**config.mk**
```make
export PLATFORM = sky130hd
export DESIGN_NAME = oflow_iou_top
export DESIGN_NICKNAME = d
export VERILOG_FILES = /design/src/oflow_iou_pkg.sv /design/src/oflow_iou_ctrl.sv /design/src/oflow_iou_timer.sv /design/src/oflow_iou_area.sv /design/src/oflow_iou_divider.sv /design/src/oflow_iou_top.sv
export VERILOG_INCLUDE_DIRS = /design/src
export SDC_FILE = /design/constraint.sdc
export NUM_CORES = 1
export LEC_CHECK = 0
export BUFFER_PORTS_ARGS = -buffer_cell sky130_fd_sc_hd__buf_2
export CORE_ASPECT_RATIO = 1.1
export CORE_MARGIN = 5
export CORE_UTILIZATION = 48
export DETAILED_ROUTE_END_ITERATION = 8
export GPL_TIMING_DRIVEN = 0
export HOLD_SLACK_MARGIN = 0.03
export PLACE_DENSITY = 0.72
export SLEW_MARGIN = 40
export SYNTH_ARGS = -nofsm -noshare
export SYNTH_HDL_FRONTEND = slang
export SYNTH_SLANG_ARGS = --single-unit
```
**constraint.sdc**
```tcl
create_clock -name clk -period 14.2 [get_ports clk]
set_clock_uncertainty 0.15 [all_clocks]
set_input_delay 1.42 -clock clk [delete_from_list [all_inputs] [get_ports clk]]
set_output_delay 1.42 -clock clk [all_outputs]
set_load 0.02 [all_outputs]
```
**src/oflow_iou_macros.svh**
```systemverilog
// ------------------------------------------------------------
// overlap-cost block, widths and constants
// corner word layout, fixed point sizes, pipeline timing
// ------------------------------------------------------------
`ifndef OFLOW_IOU_MACROS_SVH
`define OFLOW_IOU_MACROS_SVH

// box geometry
`define COORD_LEN 11
`define DIM_LEN 11
`define BBOX_LEN (4 * `COORD_LEN)

// corner word is {x_tl, y_tl, x_br, y_br}, msb first
`define X_TL_MSB (`BBOX_LEN - 1)
`define Y_TL_MSB (`X_TL_MSB - `COORD_LEN)
`define X_BR_MSB (`Y_TL_MSB - `COORD_LEN)
`define Y_BR_MSB (`X_BR_MSB - `COORD_LEN)

// areas and fixed point result
`define AREA_LEN 22
`define IOU_LEN 22
// quotient carries the 1.0 bit on top of the fraction
`define QUOT_LEN (`IOU_LEN + 1)

// timing
`define MUL_WAIT 3
`define IOU_LATENCY 28
// results allowed in flight to the matcher
`define IOU_CREDITS 2

`endif

```
**src/oflow_iou_pkg.sv**
```systemverilog
// ------------------------------------------------------------
// overlap-cost block, shared types
// vector typedefs and controller states
// ------------------------------------------------------------
`include "oflow_iou_macros.svh"

package oflow_iou_pkg;

	// one coordinate of a corner
	typedef logic [`COORD_LEN-1:0] coord_t;
	// box width or height
	typedef logic [`DIM_LEN-1:0] dim_t;
	// packed corner word
	typedef logic [`BBOX_LEN-1:0] bbox_t;
	// box area, intersection, union
	typedef logic [`AREA_LEN-1:0] area_t;
	// cost in q0.22
	typedef logic [`IOU_LEN-1:0] iou_t;
	// divider quotient incl. the 1.0 bit
	typedef logic [`QUOT_LEN-1:0] quot_t;

	// controller states
	typedef enum logic [1:0] {
		idle_st,
		area_st,
		credit_st,
		divide_st
	} iou_state_t;

endpackage

```
**src/oflow_iou_ctrl.sv**
```systemverilog
// ------------------------------------------------------------
// overlap-cost controller
// sequences accept, area wait, division and result,
// and holds the credit count toward the matcher
// ------------------------------------------------------------
`timescale 1ns/1ps
`include "oflow_iou_macros.svh"

module oflow_iou_ctrl (
	input  logic clk,
	input  logic reset_N,
	input  logic in_valid,
	input  logic credit_return,
	input  logic timer_done,
	input  logic div_done,
	output logic in_ready,
	output logic load,
	output logic timer_start,
	output logic div_start
);

	localparam int CREDIT_W = $clog2(`IOU_CREDITS + 1);

	oflow_iou_pkg::iou_state_t state;
	oflow_iou_pkg::iou_state_t next_state;

	// credits currently held
	logic [CREDIT_W-1:0] credits;
	logic has_credit;

	assign has_credit = (credits != '0);

	// ------------------------------------------------------------
	// state register
	// ------------------------------------------------------------
	always_ff @(posedge clk or negedge reset_N) begin
		if (!reset_N) begin
			state <= oflow_iou_pkg::idle_st;
		end else begin
			state <= next_state;
		end
	end

	// ------------------------------------------------------------
	// next state and strobes
	// ------------------------------------------------------------
	always_comb begin
		next_state = state;
		in_ready = 1'b0;
		load = 1'b0;
		timer_start = 1'b0;
		div_start = 1'b0;
		case (state)
			oflow_iou_pkg::idle_st: begin
				in_ready = 1'b1;
				// accept edge, capture boxes and start the wait
				if (in_valid) begin
					load = 1'b1;
					timer_start = 1'b1;
					next_state = oflow_iou_pkg::area_st;
				end
			end
			oflow_iou_pkg::area_st: begin
				// areas settled, launch only with a credit in hand
				if (timer_done) begin
					if (has_credit) begin
						div_start = 1'b1;
						next_state = oflow_iou_pkg::divide_st;
					end else begin
						next_state = oflow_iou_pkg::credit_st;
					end
				end
			end
			oflow_iou_pkg::credit_st: begin
				// stalled by the matcher
				if (has_credit) begin
					div_start = 1'b1;
					next_state = oflow_iou_pkg::divide_st;
				end
			end
			oflow_iou_pkg::divide_st: begin
				if (div_done) begin
					next_state = oflow_iou_pkg::idle_st;
				end
			end
			default: begin
				next_state = oflow_iou_pkg::idle_st;
			end
		endcase
	end

	// ------------------------------------------------------------
	// credit counter
	// ------------------------------------------------------------
	// reserved at launch, returned by the matcher pulse
	always_ff @(posedge clk or negedge reset_N) begin
		if (!reset_N) begin
			credits <= CREDIT_W'(`IOU_CREDITS);
		end else if (div_start && !credit_return) begin
			credits <= credits - 1'b1;
		end else if (credit_return && !div_start) begin
			// saturate at the reset value
			if (credits != CREDIT_W'(`IOU_CREDITS)) begin
				credits <= credits + 1'b1;
			end
		end
	end

endmodule

```
**src/oflow_iou_timer.sv**
```systemverilog
// ------------------------------------------------------------
// multiplier wait timer
// one-cycle done pulse MUL_WAIT cycles after start
// ------------------------------------------------------------
`timescale 1ns/1ps
`include "oflow_iou_macros.svh"

module oflow_iou_timer (
	input  logic clk,
	input  logic reset_N,
	input  logic timer_start,
	output logic timer_done
);

	localparam int CNT_W = $clog2(`MUL_WAIT + 1);

	logic active;
	logic [CNT_W-1:0] count;

	always_ff @(posedge clk or negedge reset_N) begin
		if (!reset_N) begin
			active <= 1'b0;
			count <= '0;
			timer_done <= 1'b0;
		end else begin
			timer_done <= 1'b0;
			if (timer_start) begin
				// restart from zero
				active <= 1'b1;
				count <= '0;
			end else if (active) begin
				count <= count + 1'b1;
				// last cycle of the wait, pulse and stop
				if (count == CNT_W'(`MUL_WAIT - 1)) begin
					active <= 1'b0;
					timer_done <= 1'b1;
				end
			end
		end
	end

endmodule

```
**src/oflow_iou_area.sv**
```systemverilog
// ------------------------------------------------------------
// overlap area unit
// intersection corners, box areas, intersection and union
// over three register stages
// ------------------------------------------------------------
`timescale 1ns/1ps
`include "oflow_iou_macros.svh"

module oflow_iou_area (
	input  logic                  clk,
	input  logic                  reset_N,
	input  logic                  load,
	input  oflow_iou_pkg::bbox_t  bbox_k,
	input  oflow_iou_pkg::bbox_t  bbox_hist,
	input  oflow_iou_pkg::dim_t   w_k,
	input  oflow_iou_pkg::dim_t   h_k,
	input  oflow_iou_pkg::dim_t   w_hist,
	input  oflow_iou_pkg::dim_t   h_hist,
	output oflow_iou_pkg::area_t  inter_area,
	output oflow_iou_pkg::area_t  union_area
);

	// stage 1, captured on load
	oflow_iou_pkg::dim_t w_k_q, h_k_q, w_hist_q, h_hist_q;
	oflow_iou_pkg::coord_t ix_tl, iy_tl, ix_br, iy_br;
	// stage 2
	oflow_iou_pkg::area_t area_k_q, area_hist_q;
	oflow_iou_pkg::dim_t inter_w, inter_h;
	// stage 3 product
	oflow_iou_pkg::area_t inter_prod;

	function automatic oflow_iou_pkg::coord_t max_c(input oflow_iou_pkg::coord_t a,
			input oflow_iou_pkg::coord_t b);
		return (a > b) ? a : b;
	endfunction

	function automatic oflow_iou_pkg::coord_t min_c(input oflow_iou_pkg::coord_t a,
			input oflow_iou_pkg::coord_t b);
		return (a < b) ? a : b;
	endfunction

	// ------------------------------------------------------------
	// stage 1, dims and intersection corners
	// ------------------------------------------------------------
	always_ff @(posedge clk or negedge reset_N) begin
		if (!reset_N) begin
			w_k_q <= '0;
			h_k_q <= '0;
			w_hist_q <= '0;
			h_hist_q <= '0;
			ix_tl <= '0;
			iy_tl <= '0;
			ix_br <= '0;
			iy_br <= '0;
		end else if (load) begin
			w_k_q <= w_k;
			h_k_q <= h_k;
			w_hist_q <= w_hist;
			h_hist_q <= h_hist;
			// tl is the larger corner, br the smaller
			ix_tl <= max_c(bbox_k[`X_TL_MSB -: `COORD_LEN], bbox_hist[`X_TL_MSB -: `COORD_LEN]);
			iy_tl <= max_c(bbox_k[`Y_TL_MSB -: `COORD_LEN], bbox_hist[`Y_TL_MSB -: `COORD_LEN]);
			ix_br <= min_c(bbox_k[`X_BR_MSB -: `COORD_LEN], bbox_hist[`X_BR_MSB -: `COORD_LEN]);
			iy_br <= min_c(bbox_k[`Y_BR_MSB -: `COORD_LEN], bbox_hist[`Y_BR_MSB -: `COORD_LEN]);
		end
	end

	// ------------------------------------------------------------
	// stage 2 and 3, areas and union
	// ------------------------------------------------------------
	assign inter_prod = inter_w * inter_h;

	always_ff @(posedge clk or negedge reset_N) begin
		if (!reset_N) begin
			area_k_q <= '0;
			area_hist_q <= '0;
			inter_w <= '0;
			inter_h <= '0;
			inter_area <= '0;
			union_area <= '0;
		end else begin
			area_k_q <= w_k_q * h_k_q;
			area_hist_q <= w_hist_q * h_hist_q;
			// crossed or touching corners, empty overlap
			inter_w <= (ix_br > ix_tl) ? ix_br - ix_tl : '0;
			inter_h <= (iy_br > iy_tl) ? iy_br - iy_tl : '0;
			inter_area <= inter_prod;
			union_area <= area_k_q + area_hist_q - inter_prod;
		end
	end

endmodule

```
**src/oflow_iou_divider.sv**
```systemverilog
// ------------------------------------------------------------
// restoring divider for the overlap cost
// (inter << 22) / union, one quotient bit per cycle,
// then cost = all-ones minus the q0.22 ratio
// ------------------------------------------------------------
`timescale 1ns/1ps
`include "oflow_iou_macros.svh"

module oflow_iou_divider (
	input  logic                  clk,
	input  logic                  reset_N,
	input  logic                  div_start,
	input  oflow_iou_pkg::area_t  inter_area,
	input  oflow_iou_pkg::area_t  union_area,
	output logic                  div_done,
	output logic                  cost_valid,
	output oflow_iou_pkg::iou_t   cost
);

	localparam int STEP_W = $clog2(`QUOT_LEN);

	// datapath
	oflow_iou_pkg::area_t divisor;
	oflow_iou_pkg::area_t rem;
	// low dividend bits shift out, quotient bits shift in
	oflow_iou_pkg::quot_t quot;
	// ratio above 1.0 from inconsistent boxes
	logic ovf;
	logic [`AREA_LEN:0] trial;
	logic [`AREA_LEN:0] diff;
	logic fits;

	// control
	logic busy;
	logic fin;
	logic [STEP_W-1:0] step;

	assign trial = {rem, quot[`QUOT_LEN-1]};
	assign diff = trial - {1'b0, divisor};
	assign fits = (trial >= {1'b0, divisor});
	assign div_done = cost_valid;

	// ------------------------------------------------------------
	// step sequencing
	// ------------------------------------------------------------
	always_ff @(posedge clk or negedge reset_N) begin
		if (!reset_N) begin
			busy <= 1'b0;
			fin <= 1'b0;
			step <= '0;
			cost_valid <= 1'b0;
		end else begin
			fin <= 1'b0;
			cost_valid <= fin;
			if (div_start) begin
				busy <= 1'b1;
				step <= '0;
			end else if (busy) begin
				step <= step + 1'b1;
				if (step == STEP_W'(`QUOT_LEN - 1)) begin
					busy <= 1'b0;
					fin <= 1'b1;
				end
			end
		end
	end

	// ------------------------------------------------------------
	// restoring steps and cost conversion
	// ------------------------------------------------------------
	always_ff @(posedge clk) begin
		if (div_start) begin
			divisor <= union_area;
			// top dividend bits seed the remainder
			rem <= inter_area >> 1;
			quot <= {inter_area[0], {`IOU_LEN{1'b0}}};
			ovf <= ((inter_area >> 1) >= union_area);
		end else if (busy) begin
			if (fits) begin
				rem <= diff[`AREA_LEN-1:0];
			end else begin
				rem <= trial[`AREA_LEN-1:0];
			end
			quot <= {quot[`QUOT_LEN-2:0], fits};
		end
		if (fin) begin
			if (divisor == '0) begin
				cost <= '1;
			end else if (ovf || quot[`QUOT_LEN-1]) begin
				// full overlap, no cost
				cost <= '0;
			end else begin
				cost <= {`IOU_LEN{1'b1}} - quot[`IOU_LEN-1:0];
			end
		end
	end

endmodule

```
**src/oflow_iou_top.sv**
```systemverilog
// ------------------------------------------------------------
// overlap-cost block top
// controller, wait timer, area unit and divider
// ------------------------------------------------------------
`timescale 1ns/1ps

module oflow_iou_top (
	input  logic                  clk,
	input  logic                  reset_N,
	// request side
	input  logic                  in_valid,
	input  oflow_iou_pkg::bbox_t  bbox_k,
	input  oflow_iou_pkg::bbox_t  bbox_hist,
	input  oflow_iou_pkg::dim_t   w_k,
	input  oflow_iou_pkg::dim_t   h_k,
	input  oflow_iou_pkg::dim_t   w_hist,
	input  oflow_iou_pkg::dim_t   h_hist,
	output logic                  in_ready,
	// result side
	input  logic                  credit_return,
	output logic                  cost_valid,
	output oflow_iou_pkg::iou_t   cost
);

	// ------------------------------------------------------------
	// internal strobes and areas
	// ------------------------------------------------------------
	logic load;
	logic timer_start;
	logic timer_done;
	logic div_start;
	logic div_done;
	oflow_iou_pkg::area_t inter_area;
	oflow_iou_pkg::area_t union_area;

	oflow_iou_ctrl u_ctrl (
		.clk           (clk),
		.reset_N       (reset_N),
		.in_valid      (in_valid),
		.credit_return (credit_return),
		.timer_done    (timer_done),
		.div_done      (div_done),
		.in_ready      (in_ready),
		.load          (load),
		.timer_start   (timer_start),
		.div_start     (div_start)
	);

	// covers the area pipeline after accept
	oflow_iou_timer u_timer (
		.clk         (clk),
		.reset_N     (reset_N),
		.timer_start (timer_start),
		.timer_done  (timer_done)
	);

	oflow_iou_area u_area (
		.clk        (clk),
		.reset_N    (reset_N),
		.load       (load),
		.bbox_k     (bbox_k),
		.bbox_hist  (bbox_hist),
		.w_k        (w_k),
		.h_k        (h_k),
		.w_hist     (w_hist),
		.h_hist     (h_hist),
		.inter_area (inter_area),
		.union_area (union_area)
	);

	oflow_iou_divider u_divider (
		.clk        (clk),
		.reset_N    (reset_N),
		.div_start  (div_start),
		.inter_area (inter_area),
		.union_area (union_area),
		.div_done   (div_done),
		.cost_valid (cost_valid),
		.cost       (cost)
	);

endmodule

```
# [Word-level counts from Yosys, hierarchy flattened]
# Cells that the tools add are included.
[classes] add_sub_neg=10 mul=3 n_div=0 order_cmp=8 eq_ne=10 shift=0 mux=43 n_bitwise=0 reduce_logical=14
[op_table] operator="$mul A11 B11 Y22" n=3
[op_table] operator="$mux W11" n=6
[op_table] operator="$mux W23" n=2
[op_table] operator="$gt A11 B11 Y1" n=4
[op_table] operator="$mux W22" n=2
[op_table] operator="$sub A22 B22 Y22" n=2
[op_table] operator="$mux W21" n=2
[op_table] operator="$ge A23 B22 Y1" n=1
[op_table] operator="$add A22 B22 Y22" n=1
[op_table] operator="$ge A21 B22 Y1" n=1
[op_table] operator="$logic_not A22 Y1" n=1
[op_table] operator="$lt A11 B11 Y1" n=2
[op_table] operator="$sub A11 B11 Y11" n=2
[op_table] operator="$sub A22 B22 Y22 const A" n=1
[op_table] operator="$mux W1" n=18
[op_table] operator="$mux W2" n=9
[op_table] operator="$mux W5" n=2
[op_table] operator="$reduce_bool A2 Y1" n=5
[op_table] operator="$pmux W2 S4" n=1
[op_table] operator="$eq A2 B2 Y1 const B" n=3
[op_table] operator="$ne A2 B1 Y1 const B" n=3
[op_table] operator="$add A5 B1 Y5 const B" n=1
[op_table] operator="$eq A5 B5 Y1 const B" n=1
[op_table] operator="$add A2 B1 Y2 const B" n=2
[op_table] operator="10 further kinds" n=13
[totals] regBits=304 latch_bits=0 ramBits=0 rom_bits=0 inputBits=136 wordCells=118 n_memories=0

# [Logic depth before layout (Yosys ltp)]
# Gate-level depths: netlist (run 1).
[logic_depth] depth_word=8 ltp_mapped=31 ltp_nobuf=30

# [Hierarchy]
# A second synthesis (run 1) with hierarchy kept.
[hier_totals] cells_unflattened=2882 area_unflattened_um2=27951.8
[modules_own_cells] module="oflow_iou_area" n_inst=1 cells_per_inst=2310 area_each_um2=21879.7 seq_area_each_um2=4954.8
[modules_own_cells] module="oflow_iou_divider" n_inst=1 cells_per_inst=523 area_each_um2=5561.6 seq_area_each_um2=2672.6
[modules_own_cells] module="oflow_iou_ctrl" n_inst=1 cells_per_inst=34 area_each_um2=340.3 seq_area_each_um2=101.3
[modules_own_cells] module="oflow_iou_timer" n_inst=1 cells_per_inst=15 area_each_um2=170.2 seq_area_each_um2=100.1

# [Worst setup path after synthesis (run 1)]
# Ideal clock, no wire load.
[synth_path] path_type="reg-to-reg" start="register u_area.inter_h[2]" end="register u_area.union_area[21]" setup_time_ns=0.127 arrival_time_ns=6.816 required_time_ns=13.923 path_slack_ns=7.107 stages_incl_launch_ff=30 synth_period_minus_slack_ns=7.093 cell_sequence="dfrtp_1 -> clkbuf_1 -> nand2_1 -> fa_1 -> fa_1 -> fa_1 -> inv_1 -> fa_1 -> inv_1 -> fa_1 -> inv_1 -> ha_1 -> a21o_1 -> a21o_1 -> a22oi_1 -> and3b_1 -> xnor2_1 -> fa_1 -> inv_1 -> ha_1 -> a21oi_1 -> o21ai_0 -> or3_1 -> o211a_1 -> o21a_1 -> o21ai_1 -> a21oi_1 -> a21oi_1 -> o21ai_0 -> xnor2_1"
[synth_via] elab_chain_len=2
[synth_rtl] item="start: declaration" line_no="oflow_iou_area.sv:28" rtl="oflow_iou_pkg::dim_t inter_w, inter_h;"
[synth_rtl] item="start signal: assignment" line_no="oflow_iou_area.sv:86" rtl="inter_h <= (iy_br > iy_tl) ? iy_br - iy_tl : '0;"
[synth_rtl] item="$mul A11 B11 Y22" line_no="oflow_iou_area.sv:71" rtl="assign inter_prod = inter_w * inter_h;"
[synth_rtl] item="named net u_area.inter_prod[12]" line_no="oflow_iou_area.sv:30" rtl="oflow_iou_pkg::area_t inter_prod;"
[synth_rtl] item="$sub A22 B22 Y22" line_no="oflow_iou_area.sv:88" rtl="union_area <= area_k_q + area_hist_q - inter_prod;"
[synth_rtl] item="end signal: assignment" line_no="oflow_iou_area.sv:88"
[synth_rtl] item="end: declaration" line_no="oflow_iou_area.sv:20" rtl="output oflow_iou_pkg::area_t union_area"
# The timed path passes the listed nets, and every way through them passes these cells.
# A chain may end at the register's enable or synchronous reset.

# [Worst setup path in the final report (run 1)]
[layout_path] start="register u_area.inter_w[7]" end="register u_area.union_area[21]"
[layout_via] elab_chain_len=2
[layout_rtl] item="start: declaration" line_no="oflow_iou_area.sv:28"
[layout_rtl] item="start signal: assignment" line_no="oflow_iou_area.sv:85" rtl="inter_w <= (ix_br > ix_tl) ? ix_br - ix_tl : '0;"
[layout_rtl] item="$mul A11 B11 Y22" line_no="oflow_iou_area.sv:71"
[layout_rtl] item="named net u_area.inter_prod[12]" line_no="oflow_iou_area.sv:30"
[layout_rtl] item="$sub A22 B22 Y22" line_no="oflow_iou_area.sv:88"
# The timed path passes the listed nets, and every way through them passes these cells.

==> results.rst, run 1 <==
.. list-table::
   :header-rows: 1

   * - Metric
     - Value
   * - FF-to-FF Start
     - u_area.inter_w[7]
   * - Most area-consuming cells after synthesis
     - sky130_fd_sc_hd__dfrtp_1 19%, sky130_fd_sc_hd__fa_1 19%, sky130_fd_sc_hd__ha_1 14%
   * - Endpoint of the worst-slack reg-to-reg timing path
     - u_area.union_area[21]
   * - Final critical path time including I/O delays and setup
     - about 8 ns
   * - P_leak
     - roughly 16 nW
   * - Total area of multi-input combinational cells
     - around 0.017 mm^2
   * - Peak Freq
     - 127 MHz
   * - DP Area
     - just under 0.03 mm^2
   * - Total congestion overflow after global routing
     - 0
   * - Data arrival time of the critical path
     - 8.13 ns
   * - Fill cell instance count of the final layout
     - slightly above 5000
   * - Aggregate negative setup slack
     - 0 ns
   * - Layout-stage area growth over the synthesis result
     - 11.3%
   * - Row cnt
     - 92
   * - Total I/O pin count
     - 160
   * - Synth unique cells
     - 71
   * - Area of the die
     - 0.0627 mm^2
   * - Library cell contributing the largest single delay on the critical path
     - sky130_fd_sc_hd__fa_1
   * - Unrepaired setup endpoints after global routing
     - no
   * - Number of enable flip-flop cells after synthesis
     - 67
   * - Maximum buffer depth of the clock tree
     - 3
   * - Fraction of registers with async set or reset after synthesis
     - 0.704
   * - Max Fanout on Critical Path
     - 10
   * - Count of max-cap constraint violations
     - 0
   * - Yosys warning count
     - 0
   * - Residual antenna-violating net count after detailed routing
     - 0
   * - Setup bufs post-CTS
     - 0
   * - Detailed-route via count
     - 20200
   * - Final Hold Slack
     - 0.286 ns
   * - Initial antenna violation count
     - 2
   * - Worst Reg2Reg Path Length in Cells
     - 29
   * - Clock tree from TritonCTS
     - yes
   * - Post-Synthesis Net Count
     - 3688
   * - Final standard cell area without fillers
     - 0.0309 mm^2
   * - Final worst slack
     - roughly 6.3 ns
   * - Final weighted congestion of routability-driven global placement
     - between 0.9 and 1
   * - Biggest area consumer among synthesized cells
     - sky130_fd_sc_hd__dfrtp_1
   * - Power density normalized to cell area
     - 64.2 mW/mm^2
   * - Share of the synthesized netlist area taken by xor and xnor gates
     - 0.0338
   * - Most common cell in the synthesized netlist
     - sky130_fd_sc_hd__inv_1
   * - Clock root buffer
     - sky130_fd_sc_hd__clkbuf_16
   * - Main combinational cell family by area after synthesis
     - adder cells
   * - Peak per-stage delay on the critical path
     - slightly below 0.6 ns
   * - Flop and latch count out of synthesis
     - 304
   * - Setup crit start kind
     - flop
   * - Area share of fa/ha/maj cells after synthesis
     - 0.334
   * - Half-perimeter wire length after placement
     - 50000 um
   * - Worst hold path startpoint
     - u_area.union_area[19]
   * - Hold endpoint
     - u_divider.divisor[19]
   * - Normalized max-slew margin
     - 0.477
   * - Area of the mapped netlist
     - 0.0277 mm^2
   * - Min-delay worst type
     - reg -> reg
   * - Levels on crit path
     - 29
   * - Via/cell ratio
     - 5.11
   * - Initial Util
     - 0.484
   * - Fraction of synthesized area in multiplexers
     - 0.0249
   * - Result of the run
     - finished clean
   * - Final Max Slew Viols
     - 0
   * - Mean post-synth cell area
     - 9.33 um^2
   * - Main flop type after synthesis
     - sky130_fd_sc_hd__dfrtp_1
   * - Clock Latency Late Sink
     - 0.56 ns
   * - Crit path kind
     - reg -> reg
   * - Number of clock buffers inserted by TritonCTS
     - 36
   * - Die Span Y
     - 262 um
   * - Most common cell type on the critical path
     - sky130_fd_sc_hd__fa_1
   * - Final antenna diode count
     - 0
   * - First-pass GRT wire length
     - between 100000 and 150000 um
   * - Transition at the pin with the smallest max-transition slack
     - 0.784 ns
   * - Routed length per placed instance
     - 15.6 um
   * - Count of mapped cells out of synthesis
     - 2971
   * - Fin nets
     - 3890
   * - Starting DRT DRC Count
     - around 1100
   * - Level count of the clock H-tree
     - 2
   * - Total of cells resized after clock tree synthesis
     - 0
   * - Length of the first detailed-routing pass in iterations
     - 5
   * - Reg2reg setup slack
     - about 6.3 ns
   * - Number of global-route vias before repair
     - 21100
   * - Critical path buffers and inverters
     - 5
   * - Most used standard cells in the synthesized netlist
     - 525 x sky130_fd_sc_hd__inv_1, 420 x sky130_fd_sc_hd__nand2_1, 317 x sky130_fd_sc_hd__ha_1
   * - DRC errors left
     - 0
   * - Minimum setup slack after placement
     - 6.35 ns
   * - Synthesized-area fraction occupied by ao, oa, aoi and oai cells
     - 0.0923
   * - Category of cells accounting for the largest share of critical-path delay
     - adder cells
   * - Hold buffer count at cts
     - 0
   * - X dimension of the die
     - 239 um
   * - Area fraction in and, or, nand and nor cells after synthesis
     - 0.146
   * - CP endpoint kind
     - flop
   * - WHS Path Cells
     - 0
   * - Maximum number of pins on one net before global-route repair
     - 69
   * - Count of final setup violators
     - 0
   * - Final Hold Fails
     - 0
   * - Share of the synthesized area in the top cell type
     - 0.192
   * - GRT Total Usage
     - 0.203
   * - Final core utilization
     - 0.539
   * - Total core area
     - 0.0572 mm^2
   * - Total routed wirelength
     - 61700 um
   * - Worst vdd rail ir drop
     - between 70 and 80 uV
   * - Clock Pin Slew Worst Setup and Hold Paths
     - ~0.07 ns
   * - Register area
     - 0.00783 mm^2
   * - Number of port buffers
     - 159
   * - Data required time of the worst path
     - 14.47 ns
   * - Sinks on the clock net
     - 304
   * - Seq/Total Area, Yosys
     - 0.282
   * - Period Utilization, post-route
     - 0.554
   * - Share of post-route cells with drive strength above 1
     - 0.0800
[sequential cells by signal, summed over array words and instances, names as in the netlist, 5 cells and up]
signal / flops
u_divider.divisor: 22
u_area.area_k_q: 22
u_divider.cost: 22
u_area.inter_w: 11
u_area.w_k_q: 11
u_divider.rem: 22
u_divider.quot: 23
u_area.ix_br: 11
u_area.iy_br: 11
u_area.h_k_q: 11
u_area.w_hist_q: 11
u_area.ix_tl: 11
u_area.h_hist_q: 11
u_area.inter_h: 11
u_area.iy_tl: 11
u_area.union_area: 22
u_area.inter_area: 22
u_area.area_hist_q: 22
u_divider.step: 5
[cell type report]
class	count	share of cell area
multi-input combinational	2031	0.567
sequential	304	0.254
inverter	525	0.0639
clock buffer	45	0.0323
tap	752	0.0305
timing repair buffer	164	0.0302
buffer	111	0.0140
clock inverter	19	0.00856
[through the flow]
| step | power [mW] | std cells |
|---|---|---|
| 3_5_place_dp | 1.01 | 3887 |
| 5_1_grt | 2.05 | 3951 |
| 3_3_place_gp | 1.00 | 3882 |
| 6_report | 1.98 | 3951 |
| 2_1_floorplan | 0.959 | 2971 |
| 4_1_cts | 2.01 | 3951 |
[worst max path at each step]
stage                                  from                    end  slack (ns)
after floorplan           u_area.inter_h[2]  u_area.union_area[21]        7.11
after global placement    u_area.inter_w[4]  u_area.union_area[21]        6.39
after detailed placement  u_area.inter_w[7]  u_area.union_area[21]        6.35
after CTS                 u_area.inter_h[2]  u_area.union_area[21]        6.32
after global routing      u_area.inter_w[7]  u_area.union_area[21]        5.86
final                     u_area.inter_w[7]  u_area.union_area[21]        6.34
[routing by layer]
metal | global-route usage | share of wire
met2 | 0.354 | 0.49
met3 | 0.0259 | 0.045
met5 | 0 | 0.00021
met1 | 0.269 | 0.44
met4 | 0.0583 | 0.028
[worst register-to-register path: cells and delay by family, from the launching register on]
kind | cells | cell delay (ns)
fa+ha+maj | 8 | 3.77
xor+xnor | 2 | 0.31
flops | 1 | 0.33
buf+inv | 5 | 0.60
simple gates | 3 | 0.71
compound gates | 11 | 1.88
[cell families (layout without fill, tap and decap cells)]
family          count (synthesis)  count (layout)
mux                            69              69
buf+inv                       636             864
fa+ha+maj                     581             581
flops                         304             304
simple gates                  870             870
compound gates                405             405
xor+xnor                      106             106
[layout by cell type, fill, tap and decap left out, types with 28 or more instances in the layout]
cell type / synthesis / routed
sky130_fd_sc_hd__edfxtp_1: 67 / 67
sky130_fd_sc_hd__nor2b_1: 29 / 29
sky130_fd_sc_hd__xnor2_1: 80 / 80
sky130_fd_sc_hd__and2_1: 179 / 179
sky130_fd_sc_hd__clkbuf_16: 0 / 37
sky130_fd_sc_hd__a21o_1: 37 / 37
sky130_fd_sc_hd__mux2i_1: 69 / 69
sky130_fd_sc_hd__nand3_1: 28 / 28
sky130_fd_sc_hd__nor2_1: 115 / 115
sky130_fd_sc_hd__buf_2: 8 / 167
sky130_fd_sc_hd__o21ai_0: 135 / 135
sky130_fd_sc_hd__a21oi_1: 93 / 93
sky130_fd_sc_hd__nor3_1: 29 / 29
sky130_fd_sc_hd__fa_1: 264 / 264
sky130_fd_sc_hd__dfrtp_1: 213 / 213
sky130_fd_sc_hd__inv_1: 525 / 525
sky130_fd_sc_hd__o21a_1: 33 / 33
sky130_fd_sc_hd__ha_1: 317 / 317
sky130_fd_sc_hd__clkbuf_1: 94 / 97
sky130_fd_sc_hd__nand2_1: 420 / 420
[report_power, final]
part	internal [mW]	switching, mW
combinational	0.0447	0.0503
clock	0.596	0.395
sequential	0.893	0.00351
total	1.53	0.449
Power figures use the tool's default switching activity.
==> run 2, diff against run 1 <==
Clock period 14.2 ns to 8.06 ns, I/O delays scaled along.
==> results.rst, run 2 (synthesis gave the netlist of run 1 again) <==
.. list-table::
   :header-rows: 1

   * - Metric
     - Value
   * - Result of the run
     - finished clean
   * - Library cell contributing the largest single delay on the critical path
     - sky130_fd_sc_hd__fa_1
   * - Normalized max-slew margin
     - 0.476
   * - Half-perimeter wire length after placement
     - 50000 um
   * - DRC errors left
     - 0
   * - Die Span Y
     - roughly 260 um
   * - Initial Util
     - 0.484
   * - Clock root buffer
     - sky130_fd_sc_hd__clkbuf_16
   * - Placed cells
     - 3887
   * - Detailed-route via count
     - just over 20000
   * - Final critical path time including I/O delays and setup
     - 7.63 ns
   * - Setup bufs post-CTS
     - 0
   * - Layout-stage area growth over the synthesis result
     - 11.3%
   * - Min-delay worst type
     - reg -> reg
   * - P_leak
     - 15.9 nW
   * - X dimension of the die
     - 239 um
   * - DP Area
     - 0.0296 mm^2
   * - Fin nets
     - 3881
   * - Final antenna diode count
     - 0
   * - Number of clock buffers inserted by TritonCTS
     - 36
   * - Crit path kind
     - reg -> reg
   * - Routed length per placed instance
     - 15.6 um
   * - Power density normalized to cell area
     - 113 mW/mm^2
   * - Final Max Slew Viols
     - 0
   * - Maximum number of pins on one net before global-route repair
     - 69
   * - Max Fanout on Critical Path
     - 10
   * - Final standard cell area without fillers
     - 0.0308 mm^2
   * - Most common cell after layout, fill and taps aside
     - sky130_fd_sc_hd__inv_1
   * - Clock Pin Slew Worst Setup and Hold Paths
     - 0.07 ns
   * - Clock tree from TritonCTS
     - yes
   * - Most common cell type on the critical path
     - sky130_fd_sc_hd__fa_1
   * - Total I/O pin count
     - 160
   * - Number of global-route vias before repair
     - around 21000
   * - Setup crit start kind
     - flop
   * - Residual antenna-violating net count after detailed routing
     - 0
   * - CP endpoint kind
     - flop
   * - Transition at the pin with the smallest max-transition slack
     - 0.785 ns
   * - First-pass GRT wire length
     - 105000 um
   * - Area of the die
     - 0.0627 mm^2
   * - Starting DRT DRC Count
     - 1119
   * - Number of non-filler instances in the completed layout
     - a little under 4000
   * - Total routed wirelength
     - 61600 um
   * - Via/cell ratio
     - just over 5
   * - Final Hold Fails
     - 0
   * - Count of final setup violators
     - 0
   * - Number of flip-flops in the largest register
     - 23
   * - Number of port buffers
     - 159
   * - Period Utilization, post-route
     - 0.947
   * - Sinks on the clock net
     - around 300
   * - Data arrival time of the critical path
     - around 7.9 ns
   * - Pwr Total
     - approximately 3.5 mW
   * - Count of max-cap constraint violations
     - 0
   * - Maximum buffer depth of the clock tree
     - 3
   * - Total core area
     - 0.0572 mm^2
   * - Row cnt
     - 92
   * - Level count of the clock H-tree
     - 2
   * - Share of post-route cells with drive strength above 1
     - 0.0837
   * - Initial antenna violation count
     - 2
   * - GRT Total Usage
     - 0.204
   * - Clock Latency Late Sink
     - about 0.56 ns
   * - Data required time of the worst path
     - 8.33 ns
   * - Total congestion overflow after global routing
     - 0
   * - Most flop-heavy register
     - u_divider.quot
   * - Length of the first detailed-routing pass in iterations
     - 5
   * - Highest-count cells in the layout ignoring fill and taps
     - 525 x sky130_fd_sc_hd__inv_1, 420 x sky130_fd_sc_hd__nand2_1, 317 x sky130_fd_sc_hd__ha_1
   * - Peak Freq
     - between 100 and 150 MHz
   * - Peak per-stage delay on the critical path
     - 0.55 ns
   * - Worst vdd rail ir drop
     - approximately 130 uV
   * - Final weighted congestion of routability-driven global placement
     - 0.902
==> run 2: cell types whose count changed in the layout (fill, tap and decap cells not counted), sizes merged <==
cell / before / now
clkbuf: 139 / 128
buf: 181 / 182
dlygate4sd3: 0 / 1
==> run 2: path summary, 6_finish.rpt <==
check                                   endpoint                   from  depth (start not counted)  slack, ns
min reg2reg                u_divider.divisor[19]  u_area.union_area[19]                          0       0.28
min                        u_divider.divisor[19]  u_area.union_area[19]                          0       0.28
max                        u_area.union_area[21]      u_area.inter_h[4]                         29       0.43
min in group asynchronous      u_area.inter_w[3]                reset_N                          2       0.54
max in group asynchronous   u_area.inter_area[0]                reset_N                          5       5.94
max reg2reg                u_area.union_area[21]      u_area.inter_h[4]                         29       0.43
==> run 2: report_power, final <==
part           internal [mW]  switching [mW]  total (mW)
clock                   1.05           0.697        1.75
combinational         0.0790          0.0889       0.168
sequential              1.57         0.00620        1.58
==> run 2: repair_timing <==
item,CTS,global route
hold buffers,1,0
endpoints found under the hold margin,24,0
setup endpoints to repair,0,4
resized for setup,0,17
==> run 2: layout make-up <==
cell class	instances	area (um^2)
Clock inverter	19	264
Buffer	101	402
Sequential cell	304	7840
Timing Repair Buffer	165	941
Fill cell	5115	26400
Tap cell	752	941
Clock buffer	45	996
Inverter	525	1970
Multi-Input combinational cell	2031	17500
==> run 2: layer usage <==
layer | vias up | track usage | wire length (um)
met3 | 92 | 0.0259 | 2780
met5 | - | 0 | 13
met4 | 2 | 0.0583 | 1680
met1 | 9793 | 0.269 | 27200
met2 | 430 | 0.354 | 29900
li1 | 9867 | - | -
==> run 2: metrics by stage <==
stage / utilization / setup TNS [ns] / hold slack [ns] / worst slack (ns)
detailed placement: 0.517 / 0 / 0.283 / 0.211
global placement: 0.515 / 0 / 0.281 / 0.250
global route: 0.539 / -0.0304 / 0.277 / -0.0304
finish: 0.539 / 0 / 0.284 / 0.428
CTS: 0.539 / 0 / 0.271 / 0.180
floorplan: - / 0 / 0.275 / 0.967
==> run 2: worst max-delay path, delay by kind of cell, from the launching register on <==
family | cells | cell delay [ns]
AO/OA/AOI/OAI | 11 | 1.89
XOR/XNOR | 2 | 0.28
adder cells (fa/ha/maj) | 8 | 3.70
buffers and inverters | 5 | 0.43
flip-flops | 1 | 0.38
AND/OR/NAND/NOR | 3 | 0.70
